--- src/huf_pkg.sv ---
//--------------------------------------------------------------------
// Sizes, vector types and controller states of the Huffman tree builder.
//--------------------------------------------------------------------
package huf_pkg;

  localparam int unsigned num_sym   = 16;  // Symbol slots per block.
  localparam int unsigned sym_w     = 4;
  localparam int unsigned freq_w    = 12;
  localparam int unsigned depth_w   = 4;
  localparam int unsigned row_w     = 5;   // Holds num_sym as well.
  localparam int unsigned rebuild_w = 4;

  localparam int unsigned cfg_max_len_default       = 15;
  localparam int unsigned cfg_rebuild_limit_default = 3;

  typedef logic [sym_w-1:0]     sym_t;
  typedef logic [freq_w-1:0]    freq_t;
  typedef logic [depth_w-1:0]   depth_t;
  typedef logic [row_w-1:0]     row_t;
  typedef logic [rebuild_w-1:0] rebuild_cnt_t;

  typedef enum logic [2:0] {
    st_idle,
    st_load,
    st_build,
    st_drain,
    st_check,
    st_stall
  } htb_state_e;

endpackage

--- src/htb_cfg_regs.sv ---
//--------------------------------------------------------------------
// Configuration registers for the maximum code length and rebuild limit.
//--------------------------------------------------------------------
`timescale 1ns/1ps

module htb_cfg_regs import huf_pkg::*;
(
  input  logic         clk,
  input  logic         rst_n,
  input  logic         cfg_wr,
  input  logic         cfg_addr,
  input  rebuild_cnt_t cfg_wdata,
  output depth_t       max_len,
  output rebuild_cnt_t rebuild_limit
);

  always_ff @(posedge clk or negedge rst_n)
  begin
    if (!rst_n)
    begin
      max_len       <= depth_t'(cfg_max_len_default);
      rebuild_limit <= rebuild_cnt_t'(cfg_rebuild_limit_default);
    end
    else if (cfg_wr)
    begin
      if (cfg_addr)
      begin
        rebuild_limit <= cfg_wdata;  // Address 1 is the rebuild limit.
      end
      else
      begin
        max_len <= depth_t'(cfg_wdata);  // Address 0 is the maximum length.
      end
    end
  end

  // A zero maximum length would make every build fail.
  a_max_len_nonzero: assert property (
    @(posedge clk) disable iff (!rst_n)
    (cfg_wr && !cfg_addr) |=> (max_len != '0)
  );

endmodule

--- src/htb_input_store.sv ---
//--------------------------------------------------------------------
// Input block capture, zero-entry count and rebuild-scaled frequencies.
//--------------------------------------------------------------------
`timescale 1ns/1ps

module htb_input_store import huf_pkg::*;
(
  input  logic         clk,
  input  logic         rst_n,
  input  logic         start,
  input  freq_t        sym_freq [num_sym],
  input  sym_t         sym_id [num_sym],
  input  rebuild_cnt_t rebuild_cnt,
  output freq_t        scaled_freq [num_sym],
  output sym_t         stored_sym [num_sym],
  output row_t         zero_cnt,
  output logic         all_zero
);

  freq_t stored_freq [num_sym];
  row_t  zero_nxt;

  // The block is sorted ascending, so the zero entries lead the table.
  always_comb
  begin
    zero_nxt = '0;
    for (int i = 0; i < num_sym; i++)
    begin
      if (sym_freq[i] == '0)
        zero_nxt = zero_nxt + 1'b1;
    end
  end

  // A new block is only offered while the builder is idle.
  always_ff @(posedge clk)
  begin
    if (start)
    begin
      stored_freq <= sym_freq;
      stored_sym  <= sym_id;
    end
  end

  always_ff @(posedge clk or negedge rst_n)
  begin
    if (!rst_n)
      zero_cnt <= '0;
    else if (start)
      zero_cnt <= zero_nxt;
  end

  assign all_zero = (zero_cnt == row_t'(num_sym));

  always_comb
  begin
    freq_t shifted;
    for (int i = 0; i < num_sym; i++)
    begin
      shifted = stored_freq[i] >> rebuild_cnt;
      if (stored_freq[i] != '0 && shifted == '0)
        scaled_freq[i] = freq_t'(1);  // A used symbol keeps a weight of at least 1.
      else
        scaled_freq[i] = shifted;
    end
  end

endmodule

--- src/htb_merge_engine.sv ---
//--------------------------------------------------------------------
// Sorted work table with one two-smallest merge per build cycle.
//--------------------------------------------------------------------
`timescale 1ns/1ps

module htb_merge_engine import huf_pkg::*;
(
  input  logic  clk,
  input  logic  rst_n,
  input  logic  load,
  input  logic  build,
  input  freq_t scaled_freq [num_sym],
  input  sym_t  stored_sym [num_sym],
  input  row_t  zero_cnt,
  output logic  merge,
  output logic  pick_is_node [2],
  output row_t  pick_ref [2],
  output logic  pick_nonzero [2],
  output row_t  new_row,
  output logic  last_merge
);

  logic  tab_node [num_sym];
  row_t  tab_ref [num_sym];
  freq_t tab_w [num_sym];
  row_t  row_ptr;

  // The node of the last merge is inserted into the table on the next merge.
  logic  pend_valid;
  row_t  pend_ref;
  freq_t pend_w;

  logic [num_sym:0] le;
  logic             ins_node [num_sym];
  row_t             ins_ref [num_sym];
  freq_t            ins_w [num_sym];
  freq_t            pick_w [2];
  freq_t            sum_w;
  logic [sym_w-1:0] idx0;
  logic [sym_w-1:0] idx1;
  logic [sym_w-1:0] idx2;
  logic             two_ahead;

  assign merge      = build && (row_ptr < row_t'(num_sym - 1));
  assign last_merge = merge && (row_ptr == row_t'(num_sym - 2));
  assign new_row    = row_ptr;  // Each merge names its node after the current row.

  //--------------------------------------------------------------------
  // Pick the two smallest live entries.
  //--------------------------------------------------------------------
  always_comb
  begin
    idx0      = row_ptr[sym_w-1:0];
    idx1      = idx0 + 1'b1;
    idx2      = idx0 + 2'd2;
    two_ahead = (row_ptr < row_t'(num_sym - 2));

    pick_is_node[0] = tab_node[idx0];
    pick_ref[0]     = tab_ref[idx0];
    pick_w[0]       = tab_w[idx0];
    pick_is_node[1] = tab_node[idx1];
    pick_ref[1]     = tab_ref[idx1];
    pick_w[1]       = tab_w[idx1];

    // With a pending node, row_ptr itself is already consumed.
    if (pend_valid)
    begin
      if (pend_w < tab_w[idx1])
      begin
        pick_is_node[0] = 1'b1;
        pick_ref[0]     = pend_ref;
        pick_w[0]       = pend_w;
      end
      else
      begin
        pick_is_node[0] = tab_node[idx1];
        pick_ref[0]     = tab_ref[idx1];
        pick_w[0]       = tab_w[idx1];
        if (!two_ahead || pend_w < tab_w[idx2])
        begin
          pick_is_node[1] = 1'b1;
          pick_ref[1]     = pend_ref;
          pick_w[1]       = pend_w;
        end
        else
        begin
          pick_is_node[1] = tab_node[idx2];
          pick_ref[1]     = tab_ref[idx2];
          pick_w[1]       = tab_w[idx2];
        end
      end
    end

    for (int j = 0; j < 2; j++)
      pick_nonzero[j] = (pick_w[j] != '0);
    sum_w = pick_w[0] + pick_w[1];  // Block totals are expected to fit in freq_w.
  end

  //--------------------------------------------------------------------
  // Insert the pending node behind all live rows of equal or lower weight.
  //--------------------------------------------------------------------
  always_comb
  begin
    int nxt;
    le[num_sym] = 1'b0;
    for (int i = 0; i < num_sym; i++)
      le[i] = pend_valid && (row_t'(i) > row_ptr) && (tab_w[i] <= pend_w);
    for (int i = 0; i < num_sym; i++)
    begin
      nxt = (i < num_sym - 1) ? i + 1 : i;
      if (le[i+1])
      begin
        ins_node[i] = tab_node[nxt];  // Lighter rows move down by one.
        ins_ref[i]  = tab_ref[nxt];
        ins_w[i]    = tab_w[nxt];
      end
      else if (le[i] || row_t'(i) == row_ptr)
      begin
        ins_node[i] = 1'b1;
        ins_ref[i]  = pend_ref;
        ins_w[i]    = pend_w;
      end
      else
      begin
        ins_node[i] = tab_node[i];
        ins_ref[i]  = tab_ref[i];
        ins_w[i]    = tab_w[i];
      end
    end
  end

  always_ff @(posedge clk or negedge rst_n)
  begin
    if (!rst_n)
    begin
      row_ptr    <= '0;
      pend_valid <= 1'b0;
    end
    else if (load)
    begin
      row_ptr    <= zero_cnt;  // Zero-weight rows never take part.
      pend_valid <= 1'b0;
    end
    else if (merge)
    begin
      row_ptr    <= row_ptr + 1'b1;
      pend_valid <= 1'b1;
    end
  end

  always_ff @(posedge clk)
  begin
    if (load)
    begin
      for (int i = 0; i < num_sym; i++)
      begin
        tab_node[i] <= 1'b0;
        tab_ref[i]  <= row_t'(stored_sym[i]);
        tab_w[i]    <= scaled_freq[i];
      end
    end
    else if (merge)
    begin
      if (pend_valid)
      begin
        tab_node <= ins_node;
        tab_ref  <= ins_ref;
        tab_w    <= ins_w;
      end
      pend_ref <= row_ptr;
      pend_w   <= sum_w;
    end
  end

  a_row_ptr_range: assert property (
    @(posedge clk) disable iff (!rst_n)
    row_ptr <= row_t'(num_sym)
  );

endmodule

--- src/htb_depth_tracker.sv ---
//--------------------------------------------------------------------
// Per-symbol node table, depth update and code length limit check.
//--------------------------------------------------------------------
`timescale 1ns/1ps

module htb_depth_tracker import huf_pkg::*;
(
  input  logic   clk,
  input  logic   rst_n,
  input  logic   load,
  input  logic   merge,
  input  logic   pick_is_node [2],
  input  row_t   pick_ref [2],
  input  logic   pick_nonzero [2],
  input  row_t   new_row,
  input  depth_t max_len,
  output depth_t sym_depth [num_sym],
  output logic   over_limit
);

  logic   merge_q;
  logic   is_node_q [2];
  row_t   ref_q [2];
  logic   nonzero_q [2];
  row_t   new_row_q;

  logic   in_tree [num_sym];   // Symbol already sits under a node.
  row_t   node_of [num_sym];
  logic   in_tree_nxt [num_sym];
  row_t   node_of_nxt [num_sym];
  depth_t depth_nxt [num_sym];

  always_ff @(posedge clk or negedge rst_n)
  begin
    if (!rst_n)
      merge_q <= 1'b0;
    else
      merge_q <= merge;
  end

  always_ff @(posedge clk)
  begin
    is_node_q <= pick_is_node;
    ref_q     <= pick_ref;
    nonzero_q <= pick_nonzero;
    new_row_q <= new_row;
  end

  always_comb
  begin
    in_tree_nxt = in_tree;
    node_of_nxt = node_of;
    depth_nxt   = sym_depth;
    for (int i = 0; i < num_sym; i++)
    begin
      if (load)
      begin
        in_tree_nxt[i] = 1'b0;
        depth_nxt[i]   = '0;
      end
      else if (merge_q)
      begin
        for (int j = 0; j < 2; j++)
        begin
          if (!is_node_q[j] && nonzero_q[j] && ref_q[j] == row_t'(i))
          begin
            in_tree_nxt[i] = 1'b1;  // A leaf enters the tree one level deep.
            node_of_nxt[i] = new_row_q;
            depth_nxt[i]   = depth_t'(1);
          end
          else if (is_node_q[j] && nonzero_q[j] && in_tree[i] && node_of[i] == ref_q[j])
          begin
            node_of_nxt[i] = new_row_q;
            depth_nxt[i]   = sym_depth[i] + 1'b1;
          end
        end
      end
    end
  end

  always_ff @(posedge clk or negedge rst_n)
  begin
    if (!rst_n)
    begin
      for (int i = 0; i < num_sym; i++)
      begin
        in_tree[i]   <= 1'b0;
        sym_depth[i] <= '0;
      end
    end
    else
    begin
      in_tree   <= in_tree_nxt;
      sym_depth <= depth_nxt;
    end
  end

  always_ff @(posedge clk)
  begin
    node_of <= node_of_nxt;
  end

  always_comb
  begin
    over_limit = 1'b0;
    for (int i = 0; i < num_sym; i++)
    begin
      if (sym_depth[i] > max_len)
        over_limit = 1'b1;
    end
  end

endmodule

--- src/htb_ctrl.sv ---
//--------------------------------------------------------------------
// Build FSM, rebuild counter, status and completion pulses.
//--------------------------------------------------------------------
`timescale 1ns/1ps

module htb_ctrl import huf_pkg::*;
(
  input  logic         clk,
  input  logic         rst_n,
  input  logic         start,
  input  logic         all_zero,
  input  logic         last_merge,
  input  logic         over_limit,
  input  rebuild_cnt_t rebuild_limit,
  input  logic         out_stall,
  output logic         load,
  output logic         build,
  output rebuild_cnt_t rebuild_cnt,
  output logic         busy,
  output logic         done,
  output logic         zero_symbols,
  output logic         build_error,
  output logic         rebuild_pulse,
  output logic         rebuild_failed
);

  htb_state_e state;
  htb_state_e state_nxt;
  logic       at_limit;
  logic       do_rebuild;
  logic       do_fail;

  assign at_limit   = (rebuild_cnt >= rebuild_limit);
  assign do_rebuild = (state == st_check) && over_limit && !at_limit;
  assign do_fail    = (state == st_check) && over_limit && at_limit;

  always_comb
  begin
    state_nxt = state;
    case (state)
      st_idle:  if (start) state_nxt = st_load;
      st_load:
      begin
        if (!all_zero)
          state_nxt = st_build;
        else
          state_nxt = out_stall ? st_stall : st_idle;  // Nothing to build.
      end
      st_build: if (last_merge) state_nxt = st_drain;
      st_drain: state_nxt = st_check;  // Depth tracker applies the last merge.
      st_check:
      begin
        if (do_rebuild)
          state_nxt = st_load;
        else
          state_nxt = out_stall ? st_stall : st_idle;
      end
      st_stall: if (!out_stall) state_nxt = st_idle;
      default:  state_nxt = st_idle;
    endcase
  end

  always_ff @(posedge clk or negedge rst_n)
  begin
    if (!rst_n)
    begin
      state         <= st_idle;
      rebuild_cnt   <= '0;
      done          <= 1'b0;
      zero_symbols  <= 1'b0;
      build_error   <= 1'b0;
      rebuild_pulse <= 1'b0;
    end
    else
    begin
      state         <= state_nxt;
      done          <= (state != st_idle) && (state_nxt == st_idle);
      rebuild_pulse <= do_rebuild;
      if (state == st_idle && start)
      begin
        rebuild_cnt  <= '0;
        zero_symbols <= 1'b0;
        build_error  <= 1'b0;
      end
      if (state == st_load && all_zero)
        zero_symbols <= 1'b1;
      if (do_rebuild)
        rebuild_cnt <= rebuild_cnt + 1'b1;
      if (do_fail)
        build_error <= 1'b1;
    end
  end

  assign load           = (state == st_load);
  assign build          = (state == st_build);
  assign busy           = (state != st_idle) || done;
  assign rebuild_failed = done && build_error;

  a_done_single: assert property (
    @(posedge clk) disable iff (!rst_n)
    done |=> !done
  );

endmodule

--- src/huf_tree_builder.sv ---
//--------------------------------------------------------------------
// Huffman code-length builder top level for a 16-symbol block.
//--------------------------------------------------------------------
`timescale 1ns/1ps

module huf_tree_builder import huf_pkg::*;
(
  input  logic         clk,
  input  logic         rst_n,
  input  logic         start,
  input  freq_t        sym_freq [num_sym],
  input  sym_t         sym_id [num_sym],
  input  logic         out_stall,
  input  logic         cfg_wr,
  input  logic         cfg_addr,
  input  rebuild_cnt_t cfg_wdata,
  output logic         busy,
  output logic         done,
  output depth_t       sym_depth [num_sym],
  output logic         zero_symbols,
  output logic         build_error,
  output logic         rebuild_pulse,
  output logic         rebuild_failed
);

  depth_t       max_len;
  rebuild_cnt_t rebuild_limit;
  rebuild_cnt_t rebuild_cnt;
  freq_t        scaled_freq [num_sym];
  sym_t         stored_sym [num_sym];
  row_t         zero_cnt;
  logic         all_zero;
  logic         load;
  logic         build;
  logic         merge;
  logic         pick_is_node [2];
  row_t         pick_ref [2];
  logic         pick_nonzero [2];
  row_t         new_row;
  logic         last_merge;
  logic         over_limit;

  htb_cfg_regs cfg_regs_i (
    .clk           (clk),
    .rst_n         (rst_n),
    .cfg_wr        (cfg_wr),
    .cfg_addr      (cfg_addr),
    .cfg_wdata     (cfg_wdata),
    .max_len       (max_len),
    .rebuild_limit (rebuild_limit)
  );

  htb_input_store input_store_i (
    .clk         (clk),
    .rst_n       (rst_n),
    .start       (start),
    .sym_freq    (sym_freq),
    .sym_id      (sym_id),
    .rebuild_cnt (rebuild_cnt),
    .scaled_freq (scaled_freq),
    .stored_sym  (stored_sym),
    .zero_cnt    (zero_cnt),
    .all_zero    (all_zero)
  );

  htb_merge_engine merge_engine_i (
    .clk          (clk),
    .rst_n        (rst_n),
    .load         (load),
    .build        (build),
    .scaled_freq  (scaled_freq),
    .stored_sym   (stored_sym),
    .zero_cnt     (zero_cnt),
    .merge        (merge),
    .pick_is_node (pick_is_node),
    .pick_ref     (pick_ref),
    .pick_nonzero (pick_nonzero),
    .new_row      (new_row),
    .last_merge   (last_merge)
  );

  htb_depth_tracker depth_tracker_i (
    .clk          (clk),
    .rst_n        (rst_n),
    .load         (load),
    .merge        (merge),
    .pick_is_node (pick_is_node),
    .pick_ref     (pick_ref),
    .pick_nonzero (pick_nonzero),
    .new_row      (new_row),
    .max_len      (max_len),
    .sym_depth    (sym_depth),
    .over_limit   (over_limit)
  );

  htb_ctrl ctrl_i (
    .clk            (clk),
    .rst_n          (rst_n),
    .start          (start),
    .all_zero       (all_zero),
    .last_merge     (last_merge),
    .over_limit     (over_limit),
    .rebuild_limit  (rebuild_limit),
    .out_stall      (out_stall),
    .load           (load),
    .build          (build),
    .rebuild_cnt    (rebuild_cnt),
    .busy           (busy),
    .done           (done),
    .zero_symbols   (zero_symbols),
    .build_error    (build_error),
    .rebuild_pulse  (rebuild_pulse),
    .rebuild_failed (rebuild_failed)
  );

endmodule

--- config.mk ---
export PLATFORM = sky130hd
export DESIGN_NAME = huf_tree_builder
export DESIGN_NICKNAME = d
export VERILOG_FILES = /design/src/huf_pkg.sv /design/src/htb_cfg_regs.sv /design/src/htb_input_store.sv /design/src/htb_merge_engine.sv /design/src/htb_depth_tracker.sv /design/src/htb_ctrl.sv /design/src/huf_tree_builder.sv
export SDC_FILE = /design/constraint.sdc
export NUM_CORES = 2
export LEC_CHECK = 0
export BUFFER_PORTS_ARGS = -buffer_cell sky130_fd_sc_hd__buf_2
export CAP_MARGIN = 10
export CORE_MARGIN = 2
export CORE_UTILIZATION = 40
export CTS_BUF_LIST = sky130_fd_sc_hd__clkbuf_2 sky130_fd_sc_hd__clkbuf_4 sky130_fd_sc_hd__clkbuf_8
export DETAILED_ROUTE_END_ITERATION = 16
export HOLD_SLACK_MARGIN = 0.03
export PLACE_DENSITY = 0.54
export REMOVE_ABC_BUFFERS = 1
export SLEW_MARGIN = 20
export SYNTH_ARGS = -nofsm -noshare
export SYNTH_HDL_FRONTEND = slang
export SYNTH_SLANG_ARGS = --single-unit
export TNS_END_PERCENT = 20
--- constraint.sdc ---
create_clock -name clk -period 9.65 [get_ports clk]
set_input_delay 1.4475 -clock clk [delete_from_list [all_inputs] [get_ports clk]]
set_output_delay 1.4475 -clock clk [all_outputs]
set_load 0.01 [all_outputs]
# Yosys cells after proc, flatten, opt, wreduce, memory -nomap -nowiden
# Cells that the tools add are included.
[totals]
ff_bits = 771
inputBits = 266
output_inout_bits = 70
wordCells = 1190
[op_classes]
addsub = 36
magnitude_cmp = 56
n_eq_ne = 84
n_shift = 16
n_mux = 425
n_bitwise = 5
reduce_logical = 403
[ops]
columns = ["cell", "n"]
rows = [
  ["$mux 12", 56],
  ["$mux 5", 121],
  ["$mux 192", 3],
  ["$mux 4", 98],
  ["$logic_not 12->1", 32],
  ["$mux 79", 3],
  ["$reduce_bool 12->1", 18],
  ["$le 12x12->1", 16],
  ["$shr 12x4->12", 16],
  ["$eq 5x5->1", 32],
  ["$logic_and 1x1->1", 157],
  ["$bmux 12 s4", 3],
  ["$reduce_and 3->1", 48],
  ["$mux 1", 125],
  ["$reduce_bool 3->1", 32],
  ["$eq 5x4->1 const B", 17],
  ["$reduce_bool 5->1", 16],
  ["$add 5x1->5 const B", 15],
  ["$add 4x1->4 const B", 18],
  ["$reduce_and 2->1", 35],
  ["$gt 4x4->1", 16],
  ["$reduce_bool 4->1", 16],
  ["$bmux 5 s4", 3],
  ["$reduce_bool 2->1", 22],
  ["other kinds (34)", 107],
]

# Longest topological paths before layout
[logic_depth]
ltp_word = 32
ltp_mapped = 43
depth_no_buf = 43

# Modules after synthesis
# A second synthesis with hierarchy kept.
[hier_totals]
cells_unflattened = 5629
area_unflattened_um2 = 57599.0
[by_module_without_submodules]
columns = ["mod", "n_inst", "cells_per_inst", "area_each_um2", "seq_area_each_um2"]
rows = [
  ["htb_merge_engine", 1, 2724, 28512.3, 8988.6],
  ["htb_input_store", 1, 1778, 17225.3, 7812.5],
  ["htb_depth_tracker", 1, 1045, 10885.4, 4809.6],
  ["htb_ctrl", 1, 64, 643.1, 275.3],
  ["htb_cfg_regs", 1, 18, 332.8, 207.7],
]

# Worst setup path after synthesis
# No wires, ideal clock.
[synth_timing]
kind = "reg2reg"
start = "register merge_engine_i.row_ptr[0] (netlist: merge_engine_i.new_row[0])"
end = "register merge_engine_i.pend_w[11], data pin"
setup_ns = 0.261
arrival_time_ns = 8.743
t_required_ns = 9.389
path_slack_ns = 0.646
stages_incl_launch_ff = 39
path_buffers = 10
synth_period_minus_slack_ns = 9.004
cell_sequence = "dfrtp_1 clkbuf_1 clkbuf_1 buf_1 clkbuf_1 inv_2 ha_1 buf_2 buf_1 clkbuf_1 mux4_2 mux4_2 inv_1 ha_1 a21o_1 a21o_1 a21oi_1 nor3_1 [3 not listed] clkbuf_1 clkbuf_1 nand2_1 o21ai_0 ha_1 a21o_1 a21oi_1 o21bai_1 a21oi_1 nor2b_1 o21a_1 o21ai_0 nand2b_1 a21oi_1 o21bai_1 a21oi_1 xnor2_1 xnor2_1"
[synth_between]
elab_chain_cells = 11
elab_cells_between_ends = 24
cone_classes = "add/sub (3); order compare (3); mux (13); bitwise (3); reduce/logical (2)"
[synth_rtl]
columns = ["item", "line", "rtl"]
rows = [
  ["start, declared", "htb_merge_engine.sv:26", "row_t row_ptr;"],
  ["start signal, assigned", "htb_merge_engine.sv:141", "row_ptr <= zero_cnt;"],
  ["start signal, assigned", "htb_merge_engine.sv:146", "row_ptr <= row_ptr + 1'b1;"],
  ["$add 4x2->4", "htb_merge_engine.sv:55", "idx2 = idx0 + 2'd2;"],
  ["$not 4->5 (not written as such)", "htb_merge_engine.sv:79, htb_merge_engine.sv:89", ""],
  ["$bmux 12 s4", "htb_merge_engine.sv:79, htb_merge_engine.sv:89", ""],
  ["$mux 12 (not written as such) (2 in a row)", "htb_merge_engine.sv:79, htb_merge_engine.sv:89", ""],
  ["$lt 12x12->1", "htb_merge_engine.sv:79", "if (!two_ahead || pend_w < tab_w[idx2])"],
  ["$logic_or 1x1->1", "htb_merge_engine.sv:79", ""],
  ["$mux 12", "htb_merge_engine.sv:79", ""],
  ["$mux 12", "htb_merge_engine.sv:68", "if (pend_w < tab_w[idx1])"],
  ["$mux 24 (*)", "htb_merge_engine.sv:66", "if (pend_valid)"],
  ["$add 12x12->12 (*)", "htb_merge_engine.sv:96", "sum_w = pick_w[0] + pick_w[1];"],
  ["via merge_engine_i.sum_w[11]", "htb_merge_engine.sv:38", "freq_t sum_w;"],
  ["end signal, assigned", "htb_merge_engine.sv:171", "pend_w <= sum_w;"],
  ["end, declared", "htb_merge_engine.sv:31", "freq_t pend_w;"],
]
# The timed path passes the listed nets; every way through them passes the cells marked *. The select of a mux whose other input is x is not followed.
# A chain may end at the register's enable or synchronous reset.

# Worst setup path in the final report
[layout_timing]
start = "input port sym_freq[169] (netlist name)"
end = "register input_store_i.zero_cnt[4]"
[layout_between]
elab_chain_cells = 30
[layout_rtl]
columns = ["item", "line", "rtl"]
rows = [
  ["start, declared", "huf_tree_builder.sv:11", "input freq_t sym_freq [num_sym],"],
  ["$logic_not 12->1 (*)", "htb_input_store.sv:29", "if (sym_freq[i] == '0)"],
  ["$mux 5 (*)", "htb_input_store.sv:29", ""],
  ["$add 5x1->5", "htb_input_store.sv:30", "zero_nxt = zero_nxt + 1'b1;"],
  ["$mux 5 (*)", "htb_input_store.sv:29", ""],
  ["$add 5x1->5", "htb_input_store.sv:30", ""],
  ["$mux 5 (*)", "htb_input_store.sv:29", ""],
  ["$add 5x1->5", "htb_input_store.sv:30", ""],
  ["$mux 5 (*)", "htb_input_store.sv:29", ""],
  ["[14 not listed]", "-", ""],
  ["$add 5x1->5", "htb_input_store.sv:30", ""],
  ["$mux 5 (*)", "htb_input_store.sv:29", ""],
  ["$add 5x1->5", "htb_input_store.sv:30", ""],
  ["$mux 5 (*)", "htb_input_store.sv:29", ""],
  ["$add 5x1->5", "htb_input_store.sv:30", ""],
  ["$mux 5 (*)", "htb_input_store.sv:29", ""],
  ["$add 5x1->5", "htb_input_store.sv:30", ""],
  ["$mux 5 (*)", "htb_input_store.sv:29", ""],
  ["end signal, assigned", "htb_input_store.sv:49", "zero_cnt <= zero_nxt;"],
  ["end, declared", "htb_input_store.sv:16", "output row_t zero_cnt,"],
]
# Mark *: on every way between the ends. The rest lies on a longest branch, timed or not.

==> reports/qor_table.md <==
| Metric | This run |
| --- | --- |
| Result of the run | completed |
| Die H | 380 um |
| Post-route setup TNS | 0 ps |
| Data arrival time at the worst-slack endpoint | 9900 ps |
| Routability-driven placement congestion ratio | 1.02 |
| Worst Path Max Fanout | 4 |
| Via count of the routed design | 46200 |
| Most common library cell in the layout ignoring fill and taps | sky130_fd_sc_hd__edfxtp_1 |
| Required time of the worst setup path | 10420 ps |
| Count of buffers added by post-CTS timing repair for setup | 0 |
| Maximum level of the CTS H-tree | 4 |
| Count of state elements after synthesis | 771 |
| HP Class | reg2reg |
| Finished layout cell area | 63600 um2 |
| Post-synth ARST share | 14.4% |
| Maximum buffer depth of the clock tree | 3 |
| Filler cells | 13300 |
| Endpoint kind of the worst setup timing path | register |
| Critical Path Max Stage Delay | 370 ps |
| Netlist area before placement | 56500 um2 |
| Wirelength per Cell | 26.6 um |
| Most frequent cells in the layout | 609 x sky130_fd_sc_hd__edfxtp_1, 566 x sky130_fd_sc_hd__nand2_1, 500 x sky130_fd_sc_hd__o21ai_0 |
| Width of the chip | 380 um |
| Avg Vias per Cell | 6.12 |
| TritonCTS buffer count | 144 |
| Number of enable-type register cells in the synthesized netlist | 609 |
| Final setup violation count | 0 |
| Share of the core filled with cells in the final layout | 45.4% |
| Drt initial violations | 4841 |
| Headroom to the max-slew limit | 21.5% |
| Cell occurring most often along the worst timing path | sky130_fd_sc_hd__ha_1 |
| Core area | 140000 um2 |
| Number of global-route vias before repair | 45300 |
| Antenna violations before repair | 4 |
| Worst-case vdd ir drop | 0.548 mV |
| Number of cells in the finished layout apart from fillers | 7549 |
| DRC violation count after routing | 0 |
| Final hold violation count | 0 |
| Core Rows | 137 |
| Area growth from synthesis to final layout | 12.5% |
| Buffer cell driving the clock tree root | sky130_fd_sc_hd__clkbuf_8 |
| Critical path type | in2reg |
| Global-route wire length before repair | 298000 um |
| Type of origin of the critical path | input port |
| Ratio of cells with drive above 1 in the final layout | 20.5% |
| Half-perimeter wire length after detailed placement | 146000 um |
| Clk sinks | 771 |
| Final critical delay including setup and external delays | 9120 ps |
| Post-synthesis average cell area | 10.6 um2 |
| Final hold slack | 511 ps |
| Number of instances in the placed design | 7286 |
| Maximum number of pins on one net before global-route repair | 239 |
| Area of the die | 144000 um2 |
| Area share of the largest cell type after synthesis | 32.4% |
| Number of detailed-route iterations in the first pass | 7 |
| Warnings from Yosys | 0 |
| Clock skew after layout | 70.4 ps |
| Transition time at the pin with the least slew margin | 1170 ps |
| Synth top area cells | sky130_fd_sc_hd__edfxtp_1 32%, sky130_fd_sc_hd__mux4_2 13%, sky130_fd_sc_hd__ha_1 7.4% |
| Share of the clock period used by the worst path after layout | 94.5% |
| Power Density | 422 nW/um2 |
| Final-report max-slew violation count | 0 |
| Max-cap violations | 0 |
| Number of unique standard cell types used by synthesis | 75 |
| Number of standard cells after synthesis | 5317 |
| Source-to-sink clock delay at the later pin of the worst-skew pair | 950 ps |
| Post-detailed-route count of antenna-violating nets | 0 |
| Yosys top cell by area | sky130_fd_sc_hd__edfxtp_1 |
| Grt ovf | 0 |
| Num ports | 336 |
| Clk slew on worst S/H paths | 50 ps |
| Overall routing resource usage | 27.4% |
| Sequential cell area fraction in the yosys report | 39.1% |
| Most used flip-flop cell after synthesis | sky130_fd_sc_hd__edfxtp_1 |
| Slowest cell on the critical path | sky130_fd_sc_hd__a221oi_1 |
| RSZ-0062 raised after global routing | false |
| Count of buffers inserted at the top-level ports | 335 |
| Cell area reported after detailed placement | 60400 um2 |
| CTS resizes | 0 |
| Nets | 6155 |
| TritonCTS clock tree | yes |
| Final wirelength | 201000 um |
| Starting density of the core | 40.4% |
| Max Clk Rate | 110 MHz |
| Hold-fix buffer count after cts | 0 |
| Static leakage | 23.9 nW |
## metrics by stage
| stage | setup WS (ps) | power, W |
|---|---|---|
| after floorplan | -10480 | 0.0176 |
| after global routing | 10.6 | 0.0283 |
| after global placement | -164 | 0.0227 |
| final | 529 | 0.0268 |
| after detailed placement | -171 | 0.0229 |
| after CTS | 727 | 0.0265 |
## sequential cells by signal, summed over array words and instances (netlist names), 2 cells and up
| signal | count |
|---|---|
| merge_engine_i.tab_node | 16 |
| depth_tracker_i.nonzero_q | 2 |
| merge_engine_i.pend_w | 12 |
| cfg_regs_i.max_len | 4 |
| ctrl_i.rebuild_cnt | 4 |
| input_store_i.zero_cnt | 5 |
| merge_engine_i.tab_w | 192 |
| merge_engine_i.new_row | 5 |
| input_store_i.stored_sym | 64 |
| cfg_regs_i.rebuild_limit | 4 |
| merge_engine_i.tab_ref | 80 |
| depth_tracker_i.sym_depth | 64 |
| ctrl_i.state | 3 |
| depth_tracker_i.new_row_q | 5 |
| depth_tracker_i.ref_q | 10 |
| merge_engine_i.pend_ref | 5 |
| input_store_i.stored_freq | 192 |
| depth_tracker_i.in_tree | 16 |
| depth_tracker_i.node_of | 80 |
| depth_tracker_i.is_node_q | 2 |
## per-layer routing
layer	share of wire (%)	wire [um]	GRT usage [%]
met5	0	0	0
met3	8.1	16300	5.20
met4	4.6	9300	12.3
met2	46	91400	43.2
met1	42	83600	36.5
## power by group
group / total (W) / switching, W / internal, W / leakage, nW
clock network: 0.00352 / 0.00154 / 0.00198 / 1.65
logic: 0.0161 / 0.00935 / 0.00675 / 14.6
registers: 0.00719 / 0.00186 / 0.00533 / 7.74
total: 0.0268 / 0.0128 / 0.0141 / 23.9
## logic make-up (layout without fill, tap and decap cells)
group	Yosys count	after routing	synth area share, %
compound gates	1069	1069	11.1
buf+inv	487	841	3.25
flops	771	771	39.1
other cells	0	2	0
mux	795	795	21.4
xor+xnor	252	252	4.12
simple gates	1610	1610	13.6
fa+ha+maj	333	333	7.39
## cell usage after synthesis, drive strengths merged, types with 83 or more instances
cell / instances
inv: 113
nand2: 568
ha: 332
nor3: 83
nand4: 112
xnor2: 154
nand3: 128
o21ai: 502
nor2b: 87
a21oi: 245
nand2b: 90
mux2i: 414
xor2: 95
mux4: 325
a211oi: 84
edfxtp: 609
dfrtp: 105
nor4: 126
nor2: 325
clkbuf: 269
buf: 102
## critical path, delay by kind of cell
kind	cells	cell delay [ps]
AND/OR/NAND/NOR	10	1660
multiplexers	3	820
adder cells (fa/ha/maj)	9	2570
XOR/XNOR	6	950
buffers and inverters	6	660
AO/OA/AOI/OAI	11	1780
## final cells by class
type | count | area [um2] | share of cell area, %
clock buffers | 198 | 2470 | 3.88
repair buffers | 464 | 2710 | 4.27
clock inverters | 63 | 684 | 1.08
multi-input cells | 4059 | 32800 | 51.6
flip-flops and latches | 771 | 22100 | 34.8
inverters | 116 | 435 | 0.685
well taps | 1876 | 2350 | 3.69
diodes | 2 | 5.00 | 0.00787
## final timing paths
path,from,endpoint,slack [ps],cells after the start
max reg2reg,merge_engine_i.new_row[0]$_DFFE_PN0N_,merge_engine_i.pend_w[11]$_DFFE_PP_,1620,27
max in group asynchronous,rst_n,ctrl_i.rebuild_cnt[1]$_DFFE_PN0P_,7720,2
min,cfg_regs_i.rebuild_limit[2]$_DFFE_PN0P_,cfg_regs_i.rebuild_limit[2]$_DFFE_PN0P_,510,1
min in group asynchronous,rst_n,depth_tracker_i.sym_depth[7]$_DFFE_PN0P_,580,1
min reg2reg,cfg_regs_i.rebuild_limit[2]$_DFFE_PN0P_,cfg_regs_i.rebuild_limit[2]$_DFFE_PN0P_,510,1
max,sym_freq[169],input_store_i.zero_cnt[4]$_DFFE_PN0P_,530,45
Note: power is estimated with default switching activity, not from simulation.
